**src/design/core_pkg.sv**
```systemverilog
package core_pkg;

   localparam int XLEN       = 32;
   localparam int NREG       = 32;
   localparam int REG_AW     = $clog2(NREG);
   localparam int DMEM_WORDS = 256;
   localparam int DMEM_AW    = $clog2(DMEM_WORDS);

   typedef enum logic [3:0] {
      OP_NOP  = 4'd0,
      OP_ADD  = 4'd1,
      OP_SUB  = 4'd2,
      OP_AND  = 4'd3,
      OP_OR   = 4'd4,
      OP_SLT  = 4'd5,
      OP_ADDI = 4'd6,
      OP_LW   = 4'd7,
      OP_LH   = 4'd8,
      OP_LB   = 4'd9,
      OP_SW   = 4'd10,
      OP_SH   = 4'd11,
      OP_SB   = 4'd12,
      OP_BEQ  = 4'd13
   } op_e;

   typedef enum logic [1:0] {
      SZ_BYTE = 2'd0,
      SZ_HALF = 2'd1,
      SZ_WORD = 2'd2
   } size_e;

   typedef enum logic {
      PIPE_GO    = 1'b0,
      PIPE_FLUSH = 1'b1
   } pipe_cmd_e;

   typedef struct packed {
      op_e                op;
      logic [REG_AW-1:0]  rs;
      logic [REG_AW-1:0]  rt;
      logic [REG_AW-1:0]  rd;
      logic signed [15:0] imm;
   } issue_t;

   typedef struct packed {
      logic              valid;
      op_e               op;
      logic [REG_AW-1:0] rs;
      logic [REG_AW-1:0] rt;
      logic [REG_AW-1:0] rd;
      logic [XLEN-1:0]   rs_val;
      logic [XLEN-1:0]   rt_val;
      logic [XLEN-1:0]   imm32;
      logic              mem_rd;
      logic              mem_wr;
      logic              reg_wr;
      logic              use_rt;
      size_e             size;
   } id_ex_t;

   typedef struct packed {
      logic              valid;
      logic [REG_AW-1:0] rd;
      logic              reg_wr;
      logic              mem_rd;
      logic              mem_wr;
      size_e             size;
      logic [XLEN-1:0]   alu_res;
      logic [XLEN-1:0]   store_data;
   } ex_mem_t;

   typedef struct packed {
      logic              valid;
      logic [REG_AW-1:0] rd;
      logic              reg_wr;
      logic [XLEN-1:0]   data;
   } mem_wb_t;

   typedef struct packed {
      logic              valid;
      logic [REG_AW-1:0] rd;
      logic [XLEN-1:0]   data;
   } wb_t;

   // Ops that read rt as a second source.
   function automatic logic uses_rt(input op_e op);
      case (op)
         OP_ADD, OP_SUB, OP_AND, OP_OR, OP_SLT: return 1'b1;
         OP_SW, OP_SH, OP_SB, OP_BEQ:           return 1'b1;
         default:                               return 1'b0;
      endcase
   endfunction

endpackage

```
**src/design/operand_fetch.sv**
```systemverilog
module operand_fetch import core_pkg::*; (
   input  logic    clk,
   input  logic    rst,
   input  issue_t  issue_op,
   input  logic    accept,
   input  mem_wb_t wr,
   output id_ex_t  id_ex
);

   logic [XLEN-1:0] regs [NREG];
   logic            wr_en;
   logic [XLEN-1:0] rs_val;
   logic [XLEN-1:0] rt_val;

   // reg_wr is never set for r0, so entry 0 stays zero after reset.
   assign wr_en = wr.valid && wr.reg_wr && (wr.rd != '0);

   always_ff @(posedge clk or negedge rst) begin
      if (!rst) begin
         for (int i = 0; i < NREG; i++) begin
            regs[i] <= '0;
         end
      end else if (wr_en) begin
         regs[wr.rd] <= wr.data;
      end
   end

   // Write-through from the port that writes this edge.
   assign rs_val = (issue_op.rs == '0) ? '0 :
                   (wr_en && wr.rd == issue_op.rs) ? wr.data : regs[issue_op.rs];
   assign rt_val = (issue_op.rt == '0) ? '0 :
                   (wr_en && wr.rd == issue_op.rt) ? wr.data : regs[issue_op.rt];

   always_comb begin
      id_ex = '0;
      if (accept) begin
         id_ex.valid  = 1'b1;
         id_ex.op     = issue_op.op;
         id_ex.rs     = issue_op.rs;
         id_ex.rt     = issue_op.rt;
         id_ex.rd     = issue_op.rd;
         id_ex.rs_val = rs_val;
         id_ex.rt_val = rt_val;
         id_ex.imm32  = {{(XLEN-16){issue_op.imm[15]}}, issue_op.imm};
         id_ex.use_rt = uses_rt(issue_op.op);
         id_ex.size   = SZ_WORD;
         case (issue_op.op)
            OP_ADD, OP_SUB, OP_AND, OP_OR, OP_SLT, OP_ADDI: id_ex.reg_wr = 1'b1;
            OP_LW, OP_LH, OP_LB: begin
               id_ex.mem_rd = 1'b1;
               id_ex.reg_wr = 1'b1;
            end
            OP_SW, OP_SH, OP_SB: id_ex.mem_wr = 1'b1;
            default: ;
         endcase
         if (issue_op.op == OP_LH || issue_op.op == OP_SH) begin
            id_ex.size = SZ_HALF;
         end else if (issue_op.op == OP_LB || issue_op.op == OP_SB) begin
            id_ex.size = SZ_BYTE;
         end
         // Writes to r0 are dropped here.
         id_ex.reg_wr = id_ex.reg_wr && (issue_op.rd != '0);
      end
   end

endmodule

```
**config.mk**
```make
export PLATFORM = sky130hd
export DESIGN_NAME = operand_fetch
export DESIGN_NICKNAME = d
export VERILOG_FILES = /design/src/design/core_pkg.sv /design/src/design/operand_fetch.sv
export SDC_FILE = /design/constraint.sdc
export NUM_CORES = 2
export LEC_CHECK = 0
export BUFFER_PORTS_ARGS = -buffer_cell sky130_fd_sc_hd__buf_2
export CELL_PAD_IN_SITES_DETAIL_PLACEMENT = 0
export CELL_PAD_IN_SITES_GLOBAL_PLACEMENT = 2
export CORE_ASPECT_RATIO = 1.4
export CORE_MARGIN = 2
export CORE_UTILIZATION = 40
export DETAILED_ROUTE_END_ITERATION = 8
export MAX_ROUTING_LAYER = met4
export PLACE_DENSITY = 0.76
export SKIP_CTS_REPAIR_TIMING = 1
export SYNTH_ARGS = -nofsm -noshare
export SYNTH_HDL_FRONTEND = slang
export SYNTH_SLANG_ARGS = --single-unit
```
**constraint.sdc**
```tcl
create_clock -name clk -period 3.5 [get_ports clk]
set_clock_uncertainty 0.05 [all_clocks]
set_input_delay 0.35 -clock clk [delete_from_list [all_inputs] [get_ports clk]]
set_output_delay 0.35 -clock clk [all_outputs]
set_load 0.01 [all_outputs]
```
**Word-level counts from Yosys, hierarchy flattened**

Memories as Yosys holds them, arrays and structs flattened.
Index checks and enable logic that the tools add are counted.

- Register bits after elaboration: 1,024
- Bits in read-only memories: 16
- Input bits: 77
- Output and inout port bits: 122
- Logic and storage cells: 89
- Memories: 1

- Magnitude comparators: 4
- Equality and inequality tests: 14
- Mux-type cells: 20
- Bitwise gates (word level): 3
- Reduce and logical (&&, ||, !) cells: 15

Memories:

| memory | words | bits a word | read ports | clocked after memory_dff | write ports | line | text |
|---|---|---|---|---|---|---|---|
| (name not given) | 16 | 1 | 1 | 0 | 0 | core_pkg.sv:87 | `case (op)` |

Operator list:

| operator | number |
|---|---|
| $bwmux 1024 | 1 |
| $bmux 32 s5 | 2 |
| $mux 32 | 9 |
| $demux 32 s5 | 1 |
| $mux 122 | 1 |
| $eq 4x4->1 const B | 5 |
| $ge 6x6->1 const B | 3 |
| $not 5->6 | 3 |
| $eq 4x3->1 const B | 4 |
| $eq 5x5->1 | 2 |
| $logic_not 5->1 | 2 |
| $reduce_bool 5->1 | 2 |
| $reduce_or 9->1 | 1 |
| $eq 4x2->1 const B | 2 |
| $logic_and 1x1->1 | 6 |
| $lt 6x1->1 const B | 1 |
| $reduce_or 3->1 | 2 |
| $eq 4x1->1 const B | 1 |
| $mux 1 | 4 |
| $mux 2 | 2 |
| $logic_or 1x1->1 | 2 |

**Depth between registers and ports, before layout**

- Depth after elaboration: 7
- Mapped depth: 10
- Mapped depth without buffers: 5

**Worst setup path after synthesis**

No wires, ideal clock.

- Kind: in2out
- Start point: input issue_op[21] (netlist bit)
- End point: output id_ex[41] (netlist bit)
- Data arrival time: 2.042 ns
- Data required time: 3.100 ns
- Path slack: 1.058 ns
- Stages: 7
- Path through: buf_6 buf_6 buf_2 mux4_2 o2111ai_1 a21oi_1 a311o_1

RTL lines:

| element | line | text |
|---|---|---|
| from (decl) | operand_fetch.sv:4 | `input issue_t issue_op,` |
| to (decl) | operand_fetch.sv:7 | `output id_ex_t id_ex` |

==> impl_metrics.tcl <==
set metrics [dict create \
    crit_top_cell "buf_12" \
    grt_pass1_vias 38100 \
    yosys_register_bits 1024 \
    synth_top_family_by_area "multiplexers" \
    cts_tree "done" \
    rsz0062_at_grt "no" \
    path_clk_slew_ps 60 \
    violations "negative setup slack" \
    fin_ws_ps -28.4 \
    largest_register "regs" \
    gp_congestion 0.849 \
    yosys_warnings 0 \
    vias 37600 \
    clk_path_buf_depth 3 \
    root_buffer "clkbuf_16" \
    leakage_uw 0.0281 \
    synthCells 3811 \
    path_buf_inv 4 \
    fin_nets 4002 \
    end_kind "output port" \
    rr_worst_depth 1 \
    status "complete, but fails checks" \
    required_ps 3100 \
    std_cell_rows 161 \
    reg.largest.list "regs x1024" \
    drtPass1Iterations 5 \
    critPathArrivalTime_ps 3130 \
    synth_xor_area_frac 0.00174 \
    clk-insertion-delay-late_ps 710 \
    rrSetupSlack_ps 2630 \
    cap_violations 0 \
    setup_viol 1 \
    startpoint "issue_op[26]" \
    antenna_found_initial 23 \
    synthTopCellsByArea "dfrtp_1 (46%), mux2_2 (19%), mux4_2 (18%)" \
    synthAdderAreaFrac 0 \
    avgSynthCellArea_um2 14.5 \
    slew_headroom 0.251 \
    coreArea_um2 137000 \
    power_density_nw_per_um2 509 \
    path_max_fanout 19 \
    worst_path_largest_cell_delay_ps 650 \
    fin_setup_tns_ps -28.4 \
    synth.top_cell.area_share 0.463 \
    path_cells "buf_8 > buf_12 > buf_12 > mux4_2 > a22o_1 > a221oi_1 > a221oi_2 > buf_2" \
    die_area_um2 141000 \
    numCtsBuffers 107 \
    cp.depth 8 \
    grt_pass1_wl_um 290000 \
    critPathTopFamily "compound AO/OA/AOI/OAI gates" \
    drt_iter0_markers 3510 \
    ios 199 \
    die_x_um 318 \
    synthSimpleGateAreaFrac 0.0299 \
    place_area_um2 59400 \
    drc 0 \
    initial_core_util 0.403 \
    synth_top_cell_by_area "dfrtp_1" \
    min_period_over_period 1.01 \
    worstMarginPinSlew_ps 1120 \
    crit_slowest_cell "a221oi_1" \
    track_usage 0.296 \
    ys.flop_type "dfrtp_1" \
    synth.distinct_cells 66 \
    portBuffers 198 \
    slew_violations 0 \
    power_uw 32100 \
    path_class "primary input to output port" \
    htree_levels 3 \
    final_hold_viol_count 0 \
    wl_per_cell_um 35.1 \
    ant_nets 0 \
    grt_max_degree 126 \
    fill_cells 12200 \
    grt_overflow_total 0 \
    crit_path_start_kind "primary input" \
    vdd_drop_max_v 0.000406 \
    synth_edf_count 0 \
    clock_sinks 1024 \
    synth_fp_nets 3888 \
    viasPerCell 6.47 \
    fp.dieH_um 444 \
    fin_crit_ps 3530 \
    yosysSeqAreaShare 0.463 \
    synth-compound-area-share 0.0538 \
    drive_gt1_frac 0.521 \
    r2r-start "regs[911]" \
    wl_um 204000 \
    r2r-end "regs[911]" \
    min_path_type "primary input to flip-flop" \
    timing.fmax_mhz 283 \
    synthArstFlopShare 1.00 \
    syn_area_um2 55300 \
    design_area_um2 63100 \
    critPathCapture "id_ex[100]" \
    largest_reg_flops 1024 \
    syn_to_final_growth_pct 14.1 \
    synthMuxAreaShare 0.410 \
    dp_hpwl_um 126000 \
]
-- synth_stat cells (8+ instances only) --
cell and number:
a2111oi_0 8, a21oi_1 52, a21oi_2 8, a221oi_1 23, a22o_1 37, a22oi_1 99, a311o_1 15, a31oi_1 23
and2_1 36, and3_1 23, buf_1 11, buf_2 120, buf_4 41, buf_6 31, clkbuf_1 246, dfrtp_1 1024
mux2_1 33, mux2_2 946, mux2i_1 159, mux4_2 448, nand2_1 105, nand3_1 26, nand4_1 9, nor2_1 49
nor2b_1 11, nor3_1 12, nor4_1 16, o2111ai_1 17, o21ai_0 33, o22ai_1 62, xnor2_1 10
-- logic make-up after synthesis --
logic type,count (synthesis)
buffers and inverters,457
AND/OR/NAND/NOR,323
flip-flops,1024
multiplexers,1586
AO/OA/AOI/OAI,410
XOR/XNOR,11
-- cell type report --
type | instances | area [um^2] | share of cell area
clock inverters | 40 | 528 | 0.00837
diodes | 11 | 27.5 | 0.000436
clock buffers | 152 | 3130 | 0.0496
repair buffers | 455 | 3810 | 0.0603
well taps | 1793 | 2240 | 0.0355
multi-input cells | 2330 | 27700 | 0.439
flip-flops and latches | 1024 | 25600 | 0.406
inverters | 7 | 26.3 | 0.000416
-- power breakdown --
part	switching [uW]	internal, uW	leakage, uW
logic	2580	3030	0.0126
clock network	5040	7010	0.00181
registers	1100	13300	0.0136
total	8720	23400	0.0281
-- how the worst min path moves through the flow --
stage / depth (start not counted) / start / end
floorplan: 0 / rst / regs[0]
global placement: 1 / rst / regs[397]
detailed placement: 1 / rst / regs[429]
CTS: 1 / rst / regs[397]
global route: 2 / wr[18] / regs[658]
finish: 2 / wr[18] / regs[658]
-- metal layers --
| layer | track usage | part of all wire |
|---|---|---|
| met1 | 0.377 | 0.40 |
| met2 | 0.476 | 0.49 |
| met3 | 0.0421 | 0.068 |
| met4 | 0.120 | 0.043 |
| met5 | - | 0 |
-- layout by cell type (no fill, tap or decap), drive strengths merged, types with 37 or more instances in the layout --
cell type,Yosys,routed
dfrtp,1024,1024
mux4,448,448
nand2,105,105
mux2,979,979
a22oi,99,99
a22o,37,37
buf,204,453
o21ai,40,40
o22ai,62,62
a21oi,60,60
nor2,49,49
clkbuf,246,152
mux2i,159,159
-- through the flow --
| step | setup WS [ps] | hold WS [ps] | instances | utilization |
|---|---|---|---|---|
| after floorplan | 1060 | 4.41 | 3811 | - |
| after global placement | -330 | 279 | 5607 | 0.432 |
| after detailed placement | -248 | 281 | 5607 | 0.432 |
| after CTS | -274 | -493 | 5799 | 0.459 |
| after global routing | 3.43 | 25.8 | 5811 | 0.459 |
| final | -28.4 | 16.7 | 5812 | 0.459 |
(Power assumes the default switching activity.)
