## src/design/core_pkg.sv

```systemverilog
package core_pkg;

   localparam int XLEN       = 32;
   localparam int NREG       = 32;
   localparam int REG_AW     = $clog2(NREG);
   localparam int DMEM_WORDS = 256;
   localparam int DMEM_AW    = $clog2(DMEM_WORDS);

   typedef enum logic [3:0] {
      OP_NOP  = 4'd0,
      OP_ADD  = 4'd1,
      OP_SUB  = 4'd2,
      OP_AND  = 4'd3,
      OP_OR   = 4'd4,
      OP_SLT  = 4'd5,
      OP_ADDI = 4'd6,
      OP_LW   = 4'd7,
      OP_LH   = 4'd8,
      OP_LB   = 4'd9,
      OP_SW   = 4'd10,
      OP_SH   = 4'd11,
      OP_SB   = 4'd12,
      OP_BEQ  = 4'd13
   } op_e;

   typedef enum logic [1:0] {
      SZ_BYTE = 2'd0,
      SZ_HALF = 2'd1,
      SZ_WORD = 2'd2
   } size_e;

   typedef enum logic {
      PIPE_GO    = 1'b0,
      PIPE_FLUSH = 1'b1
   } pipe_cmd_e;

   typedef struct packed {
      op_e                op;
      logic [REG_AW-1:0]  rs;
      logic [REG_AW-1:0]  rt;
      logic [REG_AW-1:0]  rd;
      logic signed [15:0] imm;
   } issue_t;

   typedef struct packed {
      logic              valid;
      op_e               op;
      logic [REG_AW-1:0] rs;
      logic [REG_AW-1:0] rt;
      logic [REG_AW-1:0] rd;
      logic [XLEN-1:0]   rs_val;
      logic [XLEN-1:0]   rt_val;
      logic [XLEN-1:0]   imm32;
      logic              mem_rd;
      logic              mem_wr;
      logic              reg_wr;
      logic              use_rt;
      size_e             size;
   } id_ex_t;

   typedef struct packed {
      logic              valid;
      logic [REG_AW-1:0] rd;
      logic              reg_wr;
      logic              mem_rd;
      logic              mem_wr;
      size_e             size;
      logic [XLEN-1:0]   alu_res;
      logic [XLEN-1:0]   store_data;
   } ex_mem_t;

   typedef struct packed {
      logic              valid;
      logic [REG_AW-1:0] rd;
      logic              reg_wr;
      logic [XLEN-1:0]   data;
   } mem_wb_t;

   typedef struct packed {
      logic              valid;
      logic [REG_AW-1:0] rd;
      logic [XLEN-1:0]   data;
   } wb_t;

   // Ops that read rt as a second source.
   function automatic logic uses_rt(input op_e op);
      case (op)
         OP_ADD, OP_SUB, OP_AND, OP_OR, OP_SLT: return 1'b1;
         OP_SW, OP_SH, OP_SB, OP_BEQ:           return 1'b1;
         default:                               return 1'b0;
      endcase
   endfunction

endpackage

```

## src/design/exec_stage.sv

```systemverilog
module exec_stage import core_pkg::*; (
   input  id_ex_t  id_ex,
   input  ex_mem_t ex_mem_fwd,
   input  mem_wb_t mem_wb_fwd,
   output ex_mem_t ex_mem,
   output logic    branch_taken
);

   logic [XLEN-1:0] op_a;
   logic [XLEN-1:0] op_b;
   logic [XLEN-1:0] alu_res;

   // Youngest writer wins. Loads in EX/MEM never match, the stall
   // keeps them one op away. reg_wr already implies rd != 0.
   function automatic logic [XLEN-1:0] fwd(
      input logic [REG_AW-1:0] src,
      input logic [XLEN-1:0]   val,
      input ex_mem_t           em,
      input mem_wb_t           mw
   );
      if (em.valid && em.reg_wr && !em.mem_rd && em.rd == src) begin
         return em.alu_res;
      end else if (mw.valid && mw.reg_wr && mw.rd == src) begin
         return mw.data;
      end
      return val;
   endfunction

   assign op_a = fwd(id_ex.rs, id_ex.rs_val, ex_mem_fwd, mem_wb_fwd);
   assign op_b = fwd(id_ex.rt, id_ex.rt_val, ex_mem_fwd, mem_wb_fwd);

   always_comb begin
      case (id_ex.op)
         OP_ADD: alu_res = op_a + op_b;
         OP_SUB: alu_res = op_a - op_b;
         OP_AND: alu_res = op_a & op_b;
         OP_OR:  alu_res = op_a | op_b;
         OP_SLT: alu_res = {{(XLEN-1){1'b0}}, $signed(op_a) < $signed(op_b)};
         // Addi and all memory ops use rs + imm.
         OP_ADDI, OP_LW, OP_LH, OP_LB, OP_SW, OP_SH, OP_SB: begin
            alu_res = op_a + id_ex.imm32;
         end
         default: alu_res = '0;
      endcase
   end

   assign branch_taken = id_ex.valid && (id_ex.op == OP_BEQ) && (op_a == op_b);

   always_comb begin
      ex_mem.valid      = id_ex.valid;
      ex_mem.rd         = id_ex.rd;
      ex_mem.reg_wr     = id_ex.reg_wr;
      ex_mem.mem_rd     = id_ex.mem_rd;
      ex_mem.mem_wr     = id_ex.mem_wr;
      ex_mem.size       = id_ex.size;
      ex_mem.alu_res    = alu_res;
      ex_mem.store_data = op_b;
   end

endmodule

```

## config.mk

```make
export PLATFORM = sky130hd
export DESIGN_NAME = exec_stage
export DESIGN_NICKNAME = d
export VERILOG_FILES = /design/src/design/core_pkg.sv /design/src/design/exec_stage.sv
export SDC_FILE = /design/constraint.sdc
export NUM_CORES = 1
export LEC_CHECK = 0
export BUFFER_PORTS_ARGS = -buffer_cell sky130_fd_sc_hd__buf_2
export CAP_MARGIN = 0
export CORE_ASPECT_RATIO = 1.5
export CORE_MARGIN = 2
export CORE_UTILIZATION = 42
export DETAILED_ROUTE_END_ITERATION = 10
export PLACE_DENSITY = 0.85
export SLEW_MARGIN = 30
export SYNTH_ARGS = -nofsm -noshare
export SYNTH_HDL_FRONTEND = slang
export SYNTH_SLANG_ARGS = --single-unit
```

## constraint.sdc

```tcl
create_clock -name vclk -period 5.59
set_clock_uncertainty 0.05 [all_clocks]
set_input_delay 0.559 -clock vclk [all_inputs]
set_output_delay 0.559 -clock vclk [all_outputs]
set_load 0.01 [all_outputs]
```

After elaboration in Yosys (flattened, before gate mapping):

Index checks and enable logic that the tools add are counted.

* equality and inequality tests: 18
* bitwise logic cells: 2
* multiplexer cells: 11
* shift operators: 0
* $lt $le $gt $ge: 1
* divide/modulo/power cells: 0
* reduce and logical (&&, ||, !) cells: 11
* add/sub/neg operators: 3
* $mul: 0

Operators by type and width (number)
* 32-bit two-way mux: 6
* 32-bit case mux with 6 select lines: 1
* 32-bit adder: 2
* 32-bit bitwise AND: 1
* 32-bit == test: 1
* 32-bit less-than comparator: 1
* 32-bit bitwise OR: 1
* 32-bit subtractor: 1
* 4-bit == test, second input constant: 6
* 5-bit == test: 4
* 4-bit by 3-bit == test with 1-bit output, second input constant: 4
* 1-bit logical AND: 9
* 4-bit by 2-bit == test with 1-bit output, second input constant: 2
* 7-bit OR reduction: 1
* 4-bit by 1-bit == test with 1-bit output, second input constant: 1
* 1-bit two-way mux: 4
* 1-bit logical NOT: 1

* ROM bits: 0
* output and inout bits: 76
* input bits: 236
* memories: 0
* flip-flop bits (word level): 0
* bits in latches: 0
* RAM bits: 0
* logic and storage cells: 46

Longest topological paths before layout:

* word-level depth: 7
* gate-level depth with buffers: 22
* gate-level depth less buffers: 20

Least setup slack after synthesis:

Ideal clock, no wire load.

* kind: input -> output
* start point: input mem_wb_fwd[38] in the netlist's numbering
* end point: output ex_mem[56] in the netlist's numbering
* cell stages on the path: 22
* data required time: 4.981 ns
* path buffers: 2
* setup slack: -0.236 ns
* arrival: 5.217 ns
* cell sequence: and2_0 > and2_1 > nand2_1 > clkbuf_1 > buf_1 > mux2i_1 > o21ai_0 > mux2_2 > ha_1 > inv_1 > fa_1 > nor2b_1 > o21a_1 > o21ai_0 > a21oi_1 > nor2_1 > o211ai_1 > a21oi_1 > o21ai_0 > a31oi_1 > xor2_1 > o221ai_1

RTL lines
* start: declaration: RTL line exec_stage.sv:4 `input mem_wb_t mem_wb_fwd,`
* end: declaration: RTL line exec_stage.sv:5 `output ex_mem_t ex_mem,`

==> reports/results.env <==
SYN2LAYOUT_AREA_GROWTH_PCT=42.9
DIE_AREA_UM2=19200
LEAKAGE_nW=5.76
LAYOUT.CELLS.MOST_COMMON_LIST='sky130_fd_sc_hd__buf_2 (255), sky130_fd_sc_hd__buf_4 (189), sky130_fd_sc_hd__ha_1 (112)'
DRIVE_GT1_FRAC=0.384
GP_ROUTABILITY_CONGESTION=1.02
MIN_PERIOD_OVER_PERIOD=0.976
VIAS_PER_CELL=5.77
CP_SLOWEST_CELL='sky130_fd_sc_hd__or4_4'
POWER.DENSITY_nW_PER_UM2=122
ROUTE.FINAL.WIRE_LENGTH_UM=31200
DRT_ITER0_DRC=477
GR-TOTAL-OVERFLOW=0
POWER_SWITCHING_W=0.000715
TIGHTESTPINTRANSITION_NS=1.06
HOLDBUFCOUNTCTS=0
IO_PINS=312
MAPPEDNETLISTNETS=1464
IR_DROP_V=0.0000597
CRITICAL_PATH.STARTPOINT_TYPE='input port'
SYNTH-WARNING-COUNT=0
MULTIINPUTGATEAREA_UM2=7290
LAYOUT.CELLS.MOST_COMMON='sky130_fd_sc_hd__buf_2'
POST_LAYOUT_NONFILLER_INSTANCES=1713
OUTCOME='complete, no violations'
MIN_PERIOD_NS=5.46
TIMING.CRITICAL_PATH.REQUIRED_NS=4.98
ACHIEVABLE-FREQUENCY_MHz=183
GRT_PASS1_WL_UM=47100
NUMPORTBUFFERS=256
CP_TOP_FAMILY='compound AO/OA/AOI/OAI gates'
PWR-SHARE-SEQ=0
NUMBER_OF_GLOBAL_ROUTE_VIAS_BEFORE_REPAIR=9859
INITIAL_UTILIZATION=0.426
DIE_H_UM=169
CP-END-KIND='output port'
FLOPS_AND_LATCHES=0
SLOWEST_DELAY_NS=0.56
CORE_AREA_UM2=17800
CHIPWIDTH_UM=114
SYNTH.DISTINCT_CELLS=82
FINAL_CORE_UTILIZATION=0.609
CLOCKBUFFERCOUNT=0
MAXIMUM_NUMBER_OF_PINS_ON_ONE_NET_BEFORE_GLOBAL_ROUTE_REPAIR=25
CP_COMMON_CELL='sky130_fd_sc_hd__buf_4'
WORST-SETUP-PATH-TYPE='in2out'
NETSWITCHINGFRACTION=0.539
LAYOUT.NETS=1852
HPWL_DP_UM=25800
SETUP_VIOLATIONS=0
CRITICAL_PATH.N_BUFFERS_INVERTERS=8
WORSTHOLDPATHTYPE='in2out'
FIRSTDRTPASSITERS=5
ROUTE.DETAILED.DRC=0
GRT_UTIL_ALL_LAYERS=0.300
TIMING.CRITICAL_PATH.CELLS='buf_6 > buf_6 > xor2_1 > or4_4 > buf_4 > or2_1 > a31o_2 > inv_2 > mux2_2 > ha_1 > buf_4 > o21a_1 > o21ai_1 > a21oi_4 > nor2_2 > o211ai_1 > buf_4 > a2111oi_4 > buf_4 > nor2_4 > xor2_1 > a221oi_2 > nand3_1 > buf_2'
WL_PER_CELL_UM=18.2
SLEW_VIOLATIONS=0
DETAILROUTE.VIA_COUNT=9880
SYNTH.CELL_AREA_UM2=7580
DPL.CELL_COUNT=1698
FILLCELLCOUNT=1569
MAXCAPVIOLCOUNT=0
CP_MAX_FO=4
ARRIVAL_TIME_WORST_ENDPOINT_NS=4.85
DRTANTENNAVIOLNETS=0
RSZ_0062_RAISED_AFTER_GLOBAL_ROUTING='true'
ANTENNA_FOUND_INITIAL=2
RELSLEWSLACK=0.293
NUMBER_OF_STANDARD_CELL_ROWS_IN_THE_FLOORPLAN=60
POWER_TOTAL_W=0.00133
CLKPWRFRAC=0
YOSYSSEQAREASHARE=0
FINALHOLDVIOLCOUNT=0
SYNTH_CELLS=1108
P_INT_W=0.000611
SEQ_AREA_UM2=0
SYN_AREA_PER_CELL_UM2=6.84
PWR-SHARE-COMB=1.000
-- cell families (layout without fill, tap and decap cells) --
group | Yosys count | count (layout) | synth area share
AO/OA/AOI/OAI | 340 | 340 | 0.298
XOR/XNOR | 72 | 72 | 0.0857
adder cells (fa/ha/maj) | 124 | 124 | 0.206
buffers and inverters | 173 | 559 | 0.0941
multiplexers | 94 | 94 | 0.129
other | 0 | 2 | 0
AND/OR/NAND/NOR | 305 | 305 | 0.188
-- worst paths after layout --
check,from,endpoint,slack (ns),depth (start not counted)
worst max-delay path,ex_mem_fwd[73],ex_mem[58],0.13,24
worst min-delay path,id_ex[4],ex_mem[66],1.07,0
-- Yosys cell counts, drive strengths merged, types with 4 or more instances --
cell      n  area (um^2)
a221o     4         41.3
or4       5         45.0
nor3     21          105
a221oi   18          164
buf      18          118
a21oi   105          537
xor2     28          245
nor4b     4         35.0
a21o     21          165
o21a      4         30.0
a21boi    4         33.8
and4      4         35.0
nor4      7         43.8
inv     102          383
nand2b    9         56.3
mux2     30          338
o21bai   16          120
nand3    22          110
a31oi    15          115
a31o      5         43.8
o211ai    9         72.6
nand2    79          297
o21ai    84          420
or3       8         50.1
mux2i    64          641
or2       4         25.0
nor2    111          417
o221ai   12          111
clkbuf   52          196
maj3      4         41.3
nand4    11         68.8
o31ai    12          104
xnor2    44          404
ha      118         1480
nor2b     5         31.3
and2      5         31.3
-- metrics by stage --
stage / setup TNS, ns / instance area (um^2) / hold WS [ns] / worst slack, ns
after floorplan: 0 / 7590 / 1.16 / 0.0284
after global placement: -0.513 / 10300 / 1.07 / -0.132
after detailed placement: -0.952 / 10300 / 1.07 / -0.172
after CTS: 0 / 10300 / 1.07 / 0.00999
final: 0 / 10800 / 1.07 / 0.132
after global routing: -0.156 / 10800 / 1.07 / -0.0435
-- per-layer routing --
layer / wire length (um) / vias to the layer above / global-route usage / part of all wire
met5: 0 / - / 0 / 0
met4: 2020 / 0 / 0.152 / 0.065
met3: 1890 / 127 / 0.0269 / 0.061
met2: 16300 / 444 / 0.589 / 0.52
met1: 10900 / 4566 / 0.310 / 0.35
li1: - / 4743 / - / -
-- what timing repair did --
action	CTS	global route
pin swaps	1	45
setup buffers	2	13
resized for setup	3	104
gates cloned	0	1
setup endpoints to repair	12	19
-- power by group through the flow --
stage / clock (W) / combinational (W) / sequential (W)
floorplan: 0 / 0.000718 / 0
global placement: 0 / 0.00118 / 0
detailed placement: 0 / 0.00120 / 0
CTS: 0 / 0.00121 / 0
global route: 0.0000000000478 / 0.00143 / 0
finish: 0.0000000000479 / 0.00133 / 0
-- layout make-up --
class | count | share of cell area
Inverter | 103 | 0.0369
Multi-Input combinational cell | 935 | 0.673
Timing Repair Buffer | 456 | 0.265
Antenna cell | 2 | 0.000462
Tap cell | 217 | 0.0251
Note: power is estimated with default switching activity, not from simulation.
