<file path="src/design/core_pkg.sv">
package core_pkg;

   localparam int XLEN       = 32;
   localparam int NREG       = 32;
   localparam int REG_AW     = $clog2(NREG);
   localparam int DMEM_WORDS = 256;
   localparam int DMEM_AW    = $clog2(DMEM_WORDS);

   typedef enum logic [3:0] {
      OP_NOP  = 4'd0,
      OP_ADD  = 4'd1,
      OP_SUB  = 4'd2,
      OP_AND  = 4'd3,
      OP_OR   = 4'd4,
      OP_SLT  = 4'd5,
      OP_ADDI = 4'd6,
      OP_LW   = 4'd7,
      OP_LH   = 4'd8,
      OP_LB   = 4'd9,
      OP_SW   = 4'd10,
      OP_SH   = 4'd11,
      OP_SB   = 4'd12,
      OP_BEQ  = 4'd13
   } op_e;

   typedef enum logic [1:0] {
      SZ_BYTE = 2'd0,
      SZ_HALF = 2'd1,
      SZ_WORD = 2'd2
   } size_e;

   typedef enum logic {
      PIPE_GO    = 1'b0,
      PIPE_FLUSH = 1'b1
   } pipe_cmd_e;

   typedef struct packed {
      op_e                op;
      logic [REG_AW-1:0]  rs;
      logic [REG_AW-1:0]  rt;
      logic [REG_AW-1:0]  rd;
      logic signed [15:0] imm;
   } issue_t;

   typedef struct packed {
      logic              valid;
      op_e               op;
      logic [REG_AW-1:0] rs;
      logic [REG_AW-1:0] rt;
      logic [REG_AW-1:0] rd;
      logic [XLEN-1:0]   rs_val;
      logic [XLEN-1:0]   rt_val;
      logic [XLEN-1:0]   imm32;
      logic              mem_rd;
      logic              mem_wr;
      logic              reg_wr;
      logic              use_rt;
      size_e             size;
   } id_ex_t;

   typedef struct packed {
      logic              valid;
      logic [REG_AW-1:0] rd;
      logic              reg_wr;
      logic              mem_rd;
      logic              mem_wr;
      size_e             size;
      logic [XLEN-1:0]   alu_res;
      logic [XLEN-1:0]   store_data;
   } ex_mem_t;

   typedef struct packed {
      logic              valid;
      logic [REG_AW-1:0] rd;
      logic              reg_wr;
      logic [XLEN-1:0]   data;
   } mem_wb_t;

   typedef struct packed {
      logic              valid;
      logic [REG_AW-1:0] rd;
      logic [XLEN-1:0]   data;
   } wb_t;

   // Ops that read rt as a second source.
   function automatic logic uses_rt(input op_e op);
      case (op)
         OP_ADD, OP_SUB, OP_AND, OP_OR, OP_SLT: return 1'b1;
         OP_SW, OP_SH, OP_SB, OP_BEQ:           return 1'b1;
         default:                               return 1'b0;
      endcase
   endfunction

endpackage

</file>
<file path="src/design/hazard_ctrl.sv">
module hazard_ctrl import core_pkg::*; (
   input  logic      clk,
   input  logic      rst,
   input  logic      issue_valid,
   input  issue_t    issue_op,
   input  id_ex_t    id_ex,
   input  logic      branch_taken,
   output logic      issue_ready,
   output logic      accept,
   output pipe_cmd_e id_ex_cmd
);

   logic load_in_ex;
   logic rs_hit;
   logic rt_hit;
   logic load_use;
   logic squash;
   logic squash_pending;

   // A load's data only appears after the memory read.
   assign load_in_ex = id_ex.valid && id_ex.mem_rd && id_ex.reg_wr;
   assign rs_hit     = (issue_op.op != OP_NOP) && (issue_op.rs == id_ex.rd);
   assign rt_hit     = uses_rt(issue_op.op) && (issue_op.rt == id_ex.rd);
   assign load_use   = issue_valid && load_in_ex && (rs_hit || rt_hit);

   assign issue_ready = !load_use;
   assign accept      = issue_valid && issue_ready;

   // First op accepted after a taken beq, same edge or later.
   assign squash    = accept && (squash_pending || branch_taken);
   assign id_ex_cmd = (load_use || squash) ? PIPE_FLUSH : PIPE_GO;

   always_ff @(posedge clk or negedge rst) begin
      if (!rst) begin
         squash_pending <= 1'b0;
      end else begin
         squash_pending <= (squash_pending || branch_taken) && !accept;
      end
   end

endmodule

</file>
<file path="config.mk">
export PLATFORM = sky130hd
export DESIGN_NAME = hazard_ctrl
export DESIGN_NICKNAME = d
export VERILOG_FILES = /design/src/design/core_pkg.sv /design/src/design/hazard_ctrl.sv
export SDC_FILE = /design/constraint.sdc
export NUM_CORES = 1
export LEC_CHECK = 0
export ABC_CLOCK_PERIOD_IN_PS = 1300
export BUFFER_PORTS_ARGS = -buffer_cell sky130_fd_sc_hd__buf_2
export CORE_AREA = 2 2 63 65
export CTS_BUF_LIST = sky130_fd_sc_hd__clkbuf_4 sky130_fd_sc_hd__clkbuf_8
export DETAILED_ROUTE_END_ITERATION = 12
export DIE_AREA = 0 0 65 67
export GPL_TIMING_DRIVEN = 0
export PLACE_DENSITY = 0.54
export SYNTH_ARGS = -nofsm -noshare
export SYNTH_HDL_FRONTEND = slang
export SYNTH_SLANG_ARGS = --single-unit
</file>
<file path="constraint.sdc">
create_clock -name clk -period 1.3 [get_ports clk]
set_input_delay 0.065 -clock clk [delete_from_list [all_inputs] [get_ports clk]]
set_output_delay 0.065 -clock clk [all_outputs]
set_load 0.02 [all_outputs]
</file>
# --- Yosys cells after proc, flatten, opt, wreduce, memory -nomap -nowiden ---
# Memories as Yosys holds them, arrays and structs flattened.
# Cells that the tools add are included.
totals:
  regBits: 1
  romBits: 16
  inputBits: 161
  out_inout_bits: 3
  elab_cells: 20
  mem_count: 1
memory_table:
  columns: ["memory", "depth", "width", "read_ports", "rd_clocked_by_memory_dff", "wr", "line_no", "text"]
  rows:
  - ["(no name shown)", 16, 1, 1, 0, 0, "core_pkg.sv:87", "case (op)"]
op_classes:
  eq_ne: 2
  mux: 1
  n_reduce_logical: 15
op_table:
  columns: ["operator", "n"]
  rows:
  - ["equality test 5 bit", 2]
  - ["logical AND 1 bit", 9]
  - ["nonzero test 4 bit", 1]
  - ["logical OR 1 bit", 3]
  - ["zero test 1 bit", 2]
  - ["2-to-1 mux 1 bit", 1]

# --- Depth between registers and ports, before layout ---
# Gate-level depths: netlist of the first run.
depth:
  ltp_word: 9
  mapped_depth: 4
  ltp_nobuf: 4

# --- Least setup slack after synthesis of the first run ---
# No wires, ideal clock.
synth_timing:
  path_type: "in2out"
  startpoint: "input port id_ex[106] in the netlist's numbering"
  endpoint: "output port accept"
  arrival_ps: 918
  required_time_ps: 1235
  slack_ps: 317
  cell_stages: 4
  n_path_buf: 0
  cell_sequence: "xor2_1 -> a2111oi_4 -> a2bb2oi_1 -> and2_1"
synth_between:
  elab_chain_len: 6
  word_cells_on_any_way: 8
synth_lines:
  columns: ["element", "line_no", "text"]
  rows:
  - ["start, declared", "hazard_ctrl.sv:6", "input id_ex_t id_ex,"]
  - ["equality test 5 bit (on tied branches)", "hazard_ctrl.sv:22, hazard_ctrl.sv:23", null]
  - ["logical AND 1 bit (on tied branches)", "hazard_ctrl.sv:22, hazard_ctrl.sv:23", null]
  - ["logical OR 1 bit *", "hazard_ctrl.sv:24", "assign load_use = issue_valid && load_in_ex && (rs_hit || rt_hit);"]
  - ["logical AND 1 bit *", "hazard_ctrl.sv:24", null]
  - ["zero test 1 bit *", "hazard_ctrl.sv:26", "assign issue_ready = !load_use;"]
  - ["logical AND 1 bit *", "hazard_ctrl.sv:27", "assign accept = issue_valid && issue_ready;"]
  - ["end, declared", "hazard_ctrl.sv:9", "output logic accept,"]
# Mark *: on every way between the ends. The rest lies on a longest branch, timed or not.

# --- Worst setup path after layout of the first run ---
layout_timing:
  startpoint: "input port issue_op[23] in the netlist's numbering"
  endpoint: "output port issue_ready"
layout_between:
  elab_chain_len: 5
layout_lines:
  columns: ["element", "line_no", "text"]
  rows:
  - ["start, declared", "hazard_ctrl.sv:5", "input issue_t issue_op,"]
  - ["equality test 5 bit", "hazard_ctrl.sv:23", "assign rt_hit = uses_rt(issue_op.op) && (issue_op.rt == id_ex.rd);"]
  - ["logical AND 1 bit", "hazard_ctrl.sv:23", null]
  - ["logical OR 1 bit", "hazard_ctrl.sv:24", null]
  - ["logical AND 1 bit", "hazard_ctrl.sv:24", null]
  - ["zero test 1 bit", "hazard_ctrl.sv:26", null]
  - ["end, declared", "hazard_ctrl.sv:8", "output logic issue_ready,"]
# Every way passes these cells.

==> flow_summary.json, run 1 <==
{
  "worst_hold_check_path_type": "in -> reg",
  "finalSetupViolCount": 0,
  "dpl_worst_slack_ps": -19.3,
  "final_replace_weighted_congestion": 0.689,
  "area_growth_pct": 109,
  "fp.dieH_um": 67,
  "synth_enable_flop_cells": 0,
  "rows": 22,
  "endpoint_kind": "output pin",
  "synth_cells": 29,
  "top_cell_type_s_share_of_synthesized_area": 0.218,
  "drv_cap": 0,
  "fill_cells": 421,
  "largest_registers": "squash_pending: 1 flops",
  "drt_drc_violations_left": 0,
  "fin_nets": 222,
  "path_cells": "buf_2 > xor2_2 > a2111oi_4 > buf_4 > a31oi_2 > buf_4",
  "worst_hold_path.num_cells": 2,
  "worst_r2r_start": "squash_pending$_DFF_PN0_",
  "worstSkewPairLatency_ps": 0,
  "r2r.worst_path.cells": 2,
  "final.setup_skew_ps": 0,
  "dieArea_mm2": 0.00436,
  "postSynthNetCount": 190,
  "max_slew_margin": 0.782,
  "largest-register": "squash_pending",
  "yosys.area.top_type": "sky130_fd_sc_hd__xor2_1",
  "die_width_um": 65,
  "placeable_core_region_mm2": 0.00361,
  "drtAntennaViolNets": 0,
  "postSynthAreaPerCell_um2": 8.33,
  "async_flop_share": 1.00,
  "synth.ff_latch_count": 1,
  "tightest_slew_ps": 327,
  "slowest_delay_ps": 380,
  "wl_per_cell_um": 7.89,
  "numPortBuffers": 28,
  "route.final.wire_length_um": 844,
  "grt_antenna_before_repair": 0,
  "timing.hold.worst.start": "issue_valid",
  "status": "finished, final reports clean",
  "syn-cell-area_um2": 241,
  "grt_setup_unrepaired": "true",
  "final_min_period_over_clock_period": 0.948,
  "detail_route.first_pass.iterations": 4,
  "maxClockFrequency_mhz": 812,
  "worst_setup_path_start_kind": "input pin",
  "num_io_pins": 164,
  "grt_pass1_vias": 307,
  "arrival_worst_endpoint_ps": 1170,
  "synth-main-ff-cell": "sky130_fd_sc_hd__dfrtp_1",
  "timing_max_transition_violations_final": 0,
  "initial_utilization": 0.0670,
  "power.density_mw_per_mm2": 327,
  "globalRouteTotalUtil": 0.0380,
  "crit_top_cell": "sky130_fd_sc_hd__buf_4",
  "r2r_setup_slack_ps": 690,
  "top_area_cells_in_the_synthesized_netlist": "sky130_fd_sc_hd__xor2_1, sky130_fd_sc_hd__xnor2_1, sky130_fd_sc_hd__a2111oi_4",
  "clk_transition_reported_paths_ps": 0,
  "num_antenna_cells": 0,
  "dr_total_vias": 314,
  "finalHoldViolCount": 0,
  "critical-path-slowest-cell": "sky130_fd_sc_hd__a2111oi_4",
  "largest_register_ff_count": 1,
  "grt_start_max_net_pins": 5,
  "period_needed_ps": 1230,
  "seq_area_frac_synth": 0.104,
  "yosysWarnings": 0,
  "drt_iter0_drc": 7,
  "p_leak_nw": 0.205,
  "via_per_inst": 2.93,
  "wire_length_of_the_first_global_routing_pass_um": 1370,
  "overflow": 0,
  "worst_vdd_rail_ir_drop_mv": 0.0791,
  "post_synth_most_frequent_cells": "sky130_fd_sc_hd__xor2_1, sky130_fd_sc_hd__nor2_1, sky130_fd_sc_hd__xnor2_1",
  "worst-setup-path-type": "in -> out",
  "yosysMostFrequentCell": "sky130_fd_sc_hd__xor2_1",
  "yosysUniqueCellTypes": 15,
  "setup_total_negative_slack_ps": 0,
  "final_critical_path_setup_slack_ps": 67.8,
  "worst-endpoint-required_ps": 1240,
  "worst-path-max-fanout": 2,
  "worstHoldEndpoint": "squash_pending$_DFF_PN0_",
  "drive_above_1_share": 0.610,
  "rr_endpoint": "squash_pending$_DFF_PN0_"
}
## through the flow
step	cell area, µm²	total power [mW]	utilization	hold slack [ps]	instances
3_5_place_dp	442	0.148	0.122	-158	105
5_1_grt	505	0.179	0.140	318	107
2_1_floorplan	241	0.0897	-	-231	29
3_3_place_gp	442	0.147	0.122	-161	105
4_1_cts	458	0.151	0.127	282	106
6_report	505	0.165	0.140	288	107
## worst max path at each step
stage / from / end / slack [ps] / depth (start not counted)
final: issue_op[23] / issue_ready / 70 / 6
after global placement: id_ex[106] / accept / -0.07 / 6
after CTS: id_ex[106] / accept / 20 / 6
after detailed placement: id_ex[106] / accept / -20 / 6
after global routing: issue_op[23] / issue_ready / -20 / 6
after floorplan: id_ex[106] / accept / 320 / 4
## cell families after synthesis
family / count (synthesis) / share of synthesized area
xor+xnor: 10 / 0.363
flops: 1 / 0.104
simple gates: 10 / 0.197
compound gates: 8 / 0.337
## routing by layer
metal / share of wire / vias up / global-route usage
met5: 0 / - / 0
met4: 0 / 0 / 0
met3: 0.062 / 0 / 0.00169
met2: 0.52 / 16 / 0.0709
met1: 0.42 / 132 / 0.0511
li1: - / 166 / -
## power breakdown
part | leakage [nW] | internal [mW] | switching (mW) | total (mW)
clock network | 0 | 0 | 0 | 0
logic | 0.192 | 0.0674 | 0.0630 | 0.130
registers | 0.0125 | 0.0339 | 0.000906 | 0.0348
## critical path, delay by kind of cell
family	cells	cell delay, ps
xor gates and xnor gates	1	180
AOI/OAI and AO/OA	2	460
buffers and inverters	3	460
## cell type report
class                           instances  area, µm²  share of cell area
Multi-Input combinational cell         28        254               0.502
Timing Repair Buffer                   30        166               0.329
Tap cell                               48       60.1               0.119
Sequential cell                         1       25.0              0.0495
## cell usage in the layout, fill, tap and decap left out
cell type / n
sky130_fd_sc_hd__a31oi_2: 1
sky130_fd_sc_hd__a2bb2oi_2: 1
sky130_fd_sc_hd__and2_4: 1
sky130_fd_sc_hd__a2111oi_4: 2
sky130_fd_sc_hd__buf_4: 2
sky130_fd_sc_hd__xor2_1: 5
sky130_fd_sc_hd__a21oi_1: 2
sky130_fd_sc_hd__buf_6: 1
sky130_fd_sc_hd__a211o_1: 1
sky130_fd_sc_hd__xnor2_1: 4
sky130_fd_sc_hd__nand2_1: 1
sky130_fd_sc_hd__nor2_2: 1
sky130_fd_sc_hd__nor2_1: 4
sky130_fd_sc_hd__xor2_2: 1
sky130_fd_sc_hd__nand4_1: 2
sky130_fd_sc_hd__buf_2: 26
sky130_fd_sc_hd__o21ai_0: 1
sky130_fd_sc_hd__dlygate4sd3_1: 1
sky130_fd_sc_hd__dfrtp_1: 1
sky130_fd_sc_hd__nand2b_1: 1
## repair_timing
item                       in CTS  in global routing
gates resized for setup         1                  8
hold endpoints to repair        1                  0
setup buffers                   0                  1
pin swaps                       0                  4
gates cloned                    0                  0
setup endpoints to repair       1                  1
hold buffers                    1                  0
(Power assumes the default switching activity.)
==> run 2: changes to the inputs <==
--- a/config.mk
+++ b/config.mk
@@ -7,12 +7,14 @@
 export LEC_CHECK = 0
 export ABC_CLOCK_PERIOD_IN_PS = 1300
 export BUFFER_PORTS_ARGS = -buffer_cell sky130_fd_sc_hd__buf_2
-export CORE_AREA = 2 2 63 65
+export CELL_PAD_IN_SITES_DETAIL_PLACEMENT = 0
+export CELL_PAD_IN_SITES_GLOBAL_PLACEMENT = 1
+export CORE_AREA = 2 2 64 66
 export CTS_BUF_LIST = sky130_fd_sc_hd__clkbuf_4 sky130_fd_sc_hd__clkbuf_8
 export DETAILED_ROUTE_END_ITERATION = 12
-export DIE_AREA = 0 0 65 67
+export DIE_AREA = 0 0 66 68
 export GPL_TIMING_DRIVEN = 0
-export PLACE_DENSITY = 0.54
+export PLACE_DENSITY = 0.95
 export SYNTH_ARGS = -nofsm -noshare
 export SYNTH_HDL_FRONTEND = slang
 export SYNTH_SLANG_ARGS = --single-unit
==> flow_summary.json, run 2 (synthesis gave the netlist of run 1 again) <==
{
  "status": "finished, final reports clean",
  "detailed_place.area_um2": 444,
  "final_area_um2": 509,
  "rr_endpoint": "squash_pending$_DFF_PN0_",
  "power.switching_fraction": 0.372,
  "endpoint_kind": "output pin",
  "num_antenna_cells": 0,
  "comb_power_share": 0.787,
  "final_replace_weighted_congestion": 0.636,
  "most_common_cell_after_layout_fill_and_taps_aside": "sky130_fd_sc_hd__buf_2",
  "placedCellCount": 107,
  "via_per_inst": 2.87,
  "initial_utilization": 0.0626,
  "tightest_slew_ps": 320,
  "period_needed_ps": 1220,
  "worstHoldEndpoint": "squash_pending$_DFF_PN0_",
  "timing.hold.worst.start": "issue_valid",
  "arrival_worst_endpoint_ps": 1160,
  "fin_nets": 223,
  "final_critical_path_setup_slack_ps": 78.0,
  "dr_total_vias": 316,
  "final.setup_skew_ps": 0,
  "die_width_um": 66,
  "sequentialPowerShare": 0.213,
  "worstSkewPairLatency_ps": 0,
  "grt_pass1_vias": 275,
  "drt_iter0_drc": 0,
  "maxClockFrequency_mhz": 818,
  "dieArea_mm2": 0.00449,
  "grt_antenna_before_repair": 0,
  "globalRouteTotalUtil": 0.0332,
  "worst-endpoint-required_ps": 1240,
  "final_min_period_over_clock_period": 0.940,
  "largest-register": "squash_pending",
  "largest_register_ff_count": 1,
  "fp.dieH_um": 68,
  "area.sequential_um2": 25.0,
  "worst_hold_slack_ps": 337,
  "power_frac_clock": 0,
  "wire_length_of_the_first_global_routing_pass_um": 1180,
  "worst-setup-path-type": "in -> out",
  "finalHoldViolCount": 0,
  "multi_input_area_um2": 238,
  "numPortBuffers": 28,
  "finalSetupViolCount": 0,
  "final_core_density": 0.132,
  "netSwitchingPower_mw": 0.0608,
  "max_slew_margin": 0.787,
  "grt_setup_unrepaired": "true",
  "fill_cells": 466,
  "rows": 23,
  "timing_max_transition_violations_final": 0,
  "worst_vdd_rail_ir_drop_mv": 0.0850,
  "p_leak_nw": 0.206,
  "worst_hold_check_path_type": "in -> reg",
  "area_growth_pct": 111,
  "r2r_setup_slack_ps": 700,
  "worst-path-max-fanout": 3,
  "r2r.worst_path.cells": 2,
  "drv_cap": 0,
  "report.power.total_mw": 0.163,
  "drt_drc_violations_left": 0,
  "drive_above_1_share": 0.567,
  "worst_hold_path.num_cells": 3,
  "num_io_pins": 164,
  "clk_transition_reported_paths_ps": 0,
  "dpl_worst_slack_ps": -34.1,
  "largest_registers": "squash_pending: 1 flops",
  "most-common-layout-cells": "sky130_fd_sc_hd__buf_2, sky130_fd_sc_hd__xor2_1, sky130_fd_sc_hd__nor2_1, sky130_fd_sc_hd__xnor2_1, sky130_fd_sc_hd__buf_6",
  "route.final.wire_length_um": 840,
  "worst_setup_path_start_kind": "input pin",
  "placeable_core_region_mm2": 0.00386,
  "grt_start_max_net_pins": 5,
  "instances_no_fill": 110,
  "power.density_mw_per_mm2": 321,
  "worst_r2r_start": "squash_pending$_DFF_PN0_",
  "drtAntennaViolNets": 0,
  "wl_per_cell_um": 7.64,
  "setup_total_negative_slack_ps": 0,
  "p_int_mw": 0.103,
  "detail_route.first_pass.iterations": 1,
  "overflow": 0
}
## run 2: changes by cell type in the layout (fill, tap and decap cells not counted), sizes merged
cell / before / now
buf: 29 / 30
## run 2: cell type report
type                    instances  share of cell area
multi-input cells              28               0.467
repair buffers                 31               0.361
well taps                      50               0.123
flip-flops and latches          1              0.0491
## run 2: worst max-delay path by stage
stage                  from     end  slack (ps)
6_report         id_ex[106]  accept          80
4_1_cts         issue_valid  accept          10
5_1_grt         issue_valid  accept         -30
2_1_floorplan    id_ex[106]  accept         320
3_3_place_gp   issue_op[32]  accept          -9
3_5_place_dp   issue_op[32]  accept         -30
## run 2: what timing repair did
item                                    in CTS  in global routing
pin swaps                                    0                  4
gates resized for setup                      1                  6
endpoints found under the setup margin       1                  1
hold endpoints to repair                     1                  0
hold buffers                                 1                  0
buffers inserted                             0                  2
## run 2: layer usage
| metal | global-route usage | routed length (µm) | vias up |
|---|---|---|---|
| li1 | - | - | 168 |
| met1 | 0.0461 | 353 | 131 |
| met2 | 0.0619 | 438 | 17 |
| met3 | 0 | 48 | 0 |
| met4 | 0 | 0 | 0 |
| met5 | 0 | 0 | - |
## run 2: worst max-delay path, stage by stage
cell and delay, ps:
sky130_fd_sc_hd__buf_2 110, sky130_fd_sc_hd__xor2_1 180, sky130_fd_sc_hd__a2111oi_4 380, sky130_fd_sc_hd__a2bb2oi_2 130, sky130_fd_sc_hd__and2_1 160, sky130_fd_sc_hd__buf_6 130
## run 2: power by group through the flow
| stage | clock network, mW | logic, mW | registers (mW) |
|---|---|---|---|
| final | 0 | 0.129 | 0.0347 |
| after global routing | 0 | 0.142 | 0.0350 |
| after CTS | 0 | 0.117 | 0.0347 |
| after detailed placement | 0 | 0.113 | 0.0347 |
| after global placement | 0 | 0.111 | 0.0348 |
| after floorplan | 0 | 0.0551 | 0.0346 |
==> run 3: changes to the inputs <==
--- a/config.mk
+++ b/config.mk
@@ -6,7 +6,7 @@
 export NUM_CORES = 1
 export LEC_CHECK = 0
 export ABC_CLOCK_PERIOD_IN_PS = 1300
-export BUFFER_PORTS_ARGS = -buffer_cell sky130_fd_sc_hd__buf_2
+export BUFFER_PORTS_ARGS = -buffer_cell sky130_fd_sc_hd__buf_4
 export CELL_PAD_IN_SITES_DETAIL_PLACEMENT = 0
 export CELL_PAD_IN_SITES_GLOBAL_PLACEMENT = 1
 export CORE_AREA = 2 2 64 66
==> flow_summary.json, run 3 (synthesis gave the netlist of run 1 again) <==
{
  "drtAntennaViolNets": 0,
  "worst_vdd_rail_ir_drop_mv": 0.0875,
  "p_leak_nw": 0.217,
  "worst-path-max-fanout": 3,
  "largest_register_ff_count": 1,
  "grt_setup_unrepaired": "false",
  "via_per_inst": 2.89,
  "dieArea_mm2": 0.00449,
  "power.density_mw_per_mm2": 327,
  "drive_above_1_share": 0.552,
  "critical-path-slowest-cell": "sky130_fd_sc_hd__a2111oi_4",
  "power.switching_fraction": 0.340,
  "grt_antenna_before_repair": 0,
  "overflow": 0,
  "numPortBuffers": 28,
  "period_needed_ps": 1230,
  "largest_registers": "squash_pending: 1 flops",
  "placedCellCount": 107,
  "most_common_cell_after_layout_fill_and_taps_aside": "sky130_fd_sc_hd__buf_4",
  "clk_transition_reported_paths_ps": 0,
  "path_buf_inv": 2,
  "max_slew_margin": 0.784,
  "largest-register": "squash_pending",
  "worst_setup_path_start_kind": "input pin",
  "sequentialPowerShare": 0.194,
  "p_int_mw": 0.118,
  "worst_hold_slack_ps": 263,
  "final_replace_weighted_congestion": 0.598,
  "grt_start_max_net_pins": 5,
  "grt_pass1_vias": 284,
  "postCtsSetupBuffers": 0,
  "route.final.wire_length_um": 793,
  "area_growth_pct": 127,
  "path_cells": "buf_4 > xor2_1 > a2111oi_4 > a2bb2oi_2 > and2_1 > buf_6",
  "finalHoldViolCount": 0,
  "most-common-layout-cells": "sky130_fd_sc_hd__buf_4, sky130_fd_sc_hd__xor2_1, sky130_fd_sc_hd__nor2_1, sky130_fd_sc_hd__xnor2_1",
  "tightest_slew_ps": 323,
  "drv_cap": 0,
  "wl_per_cell_um": 7.34,
  "maxClockFrequency_mhz": 814,
  "worst_hold_check_path_type": "in -> reg",
  "dr_total_vias": 312,
  "final_min_period_over_clock_period": 0.945,
  "setup_total_negative_slack_ps": 0,
  "detail_route.first_pass.iterations": 1,
  "initial_utilization": 0.0626,
  "netSwitchingPower_mw": 0.0612,
  "status": "finished, final reports clean",
  "worst-setup-path-type": "in -> out",
  "power_frac_clock": 0,
  "critical_path.top_delay_family": "compound AO/OA/AOI/OAI gates",
  "die_width_um": 66,
  "wire_length_of_the_first_global_routing_pass_um": 1190,
  "finalSetupViolCount": 0,
  "final_critical_path_setup_slack_ps": 71.4,
  "timing_max_transition_violations_final": 0,
  "num_antenna_cells": 0,
  "instances_no_fill": 108,
  "globalRouteTotalUtil": 0.0335,
  "slowest_delay_ps": 390,
  "worst-endpoint-required_ps": 1240,
  "dpl_worst_slack_ps": -21.9,
  "fin_nets": 221,
  "final.setup_skew_ps": 0,
  "endpoint_kind": "output pin",
  "drt_drc_violations_left": 0,
  "num_io_pins": 164,
  "arrival_worst_endpoint_ps": 1160,
  "comb_power_share": 0.806,
  "placeable_core_region_mm2": 0.00386,
  "worstSkewPairLatency_ps": 0,
  "drt_iter0_drc": 0,
  "fp.dieH_um": 68,
  "rows": 23
}
-- run 3: changes by cell type in the layout (fill, tap and decap cells not counted), sizes merged --
cell / delta
buf: -2
-- run 3: power groups by stage --
stage / Combinational, mW / Sequential, mW / Clock (mW)
after detailed placement: 0.137 / 0.0348 / 0
after global placement: 0.135 / 0.0348 / 0
after CTS: 0.141 / 0.0348 / 0
after global routing: 0.157 / 0.0351 / 0
after floorplan: 0.0551 / 0.0346 / 0
final: 0.145 / 0.0348 / 0
-- run 3: area by class of cell --
cell class | count | area, µm²
multi-input cells | 28 | 238
well taps | 50 | 62.6
fillers | 462 | 3310
repair buffers | 29 | 224
flip-flops and latches | 1 | 25.0
-- run 3: per-stage QoR --
| stage | total power, mW | utilization | instance area [µm²] |
|---|---|---|---|
| global placement | 0.170 | 0.133 | 514 |
| CTS | 0.175 | 0.138 | 531 |
| finish | 0.180 | 0.142 | 549 |
| global route | 0.192 | 0.142 | 549 |
| floorplan | 0.0897 | - | 241 |
| detailed placement | 0.171 | 0.133 | 514 |
-- run 3: path summary, 6_finish.rpt --
path,slack [ps],from,to,cells past startpoint
setup / recovery,70,id_ex[106],accept,6
hold / removal,260,issue_valid,squash_pending$_DFF_PN0_,2
setup reg to reg,690,squash_pending$_DFF_PN0_,squash_pending$_DFF_PN0_,2
hold reg to reg,510,squash_pending$_DFF_PN0_,squash_pending$_DFF_PN0_,2
max in group asynchronous,830,rst,squash_pending$_DFF_PN0_,2
min in group asynchronous,390,rst,squash_pending$_DFF_PN0_,2
-- run 3: what timing repair did --
action / in CTS / in global routing
gates resized for setup: 1 / 3
hold endpoints to repair: 1 / 0
endpoints found under the setup margin: 1 / 1
hold buffers: 1 / 0
pin swaps: 0 / 3
cloned: 0 / 0
-- run 3: layer usage --
metal	wire length (µm)	track usage	vias up
met5	0	0	-
met4	0	0	0
met3	48	0	0
met2	423	0.0657	17
met1	321	0.0441	131
li1	-	-	164
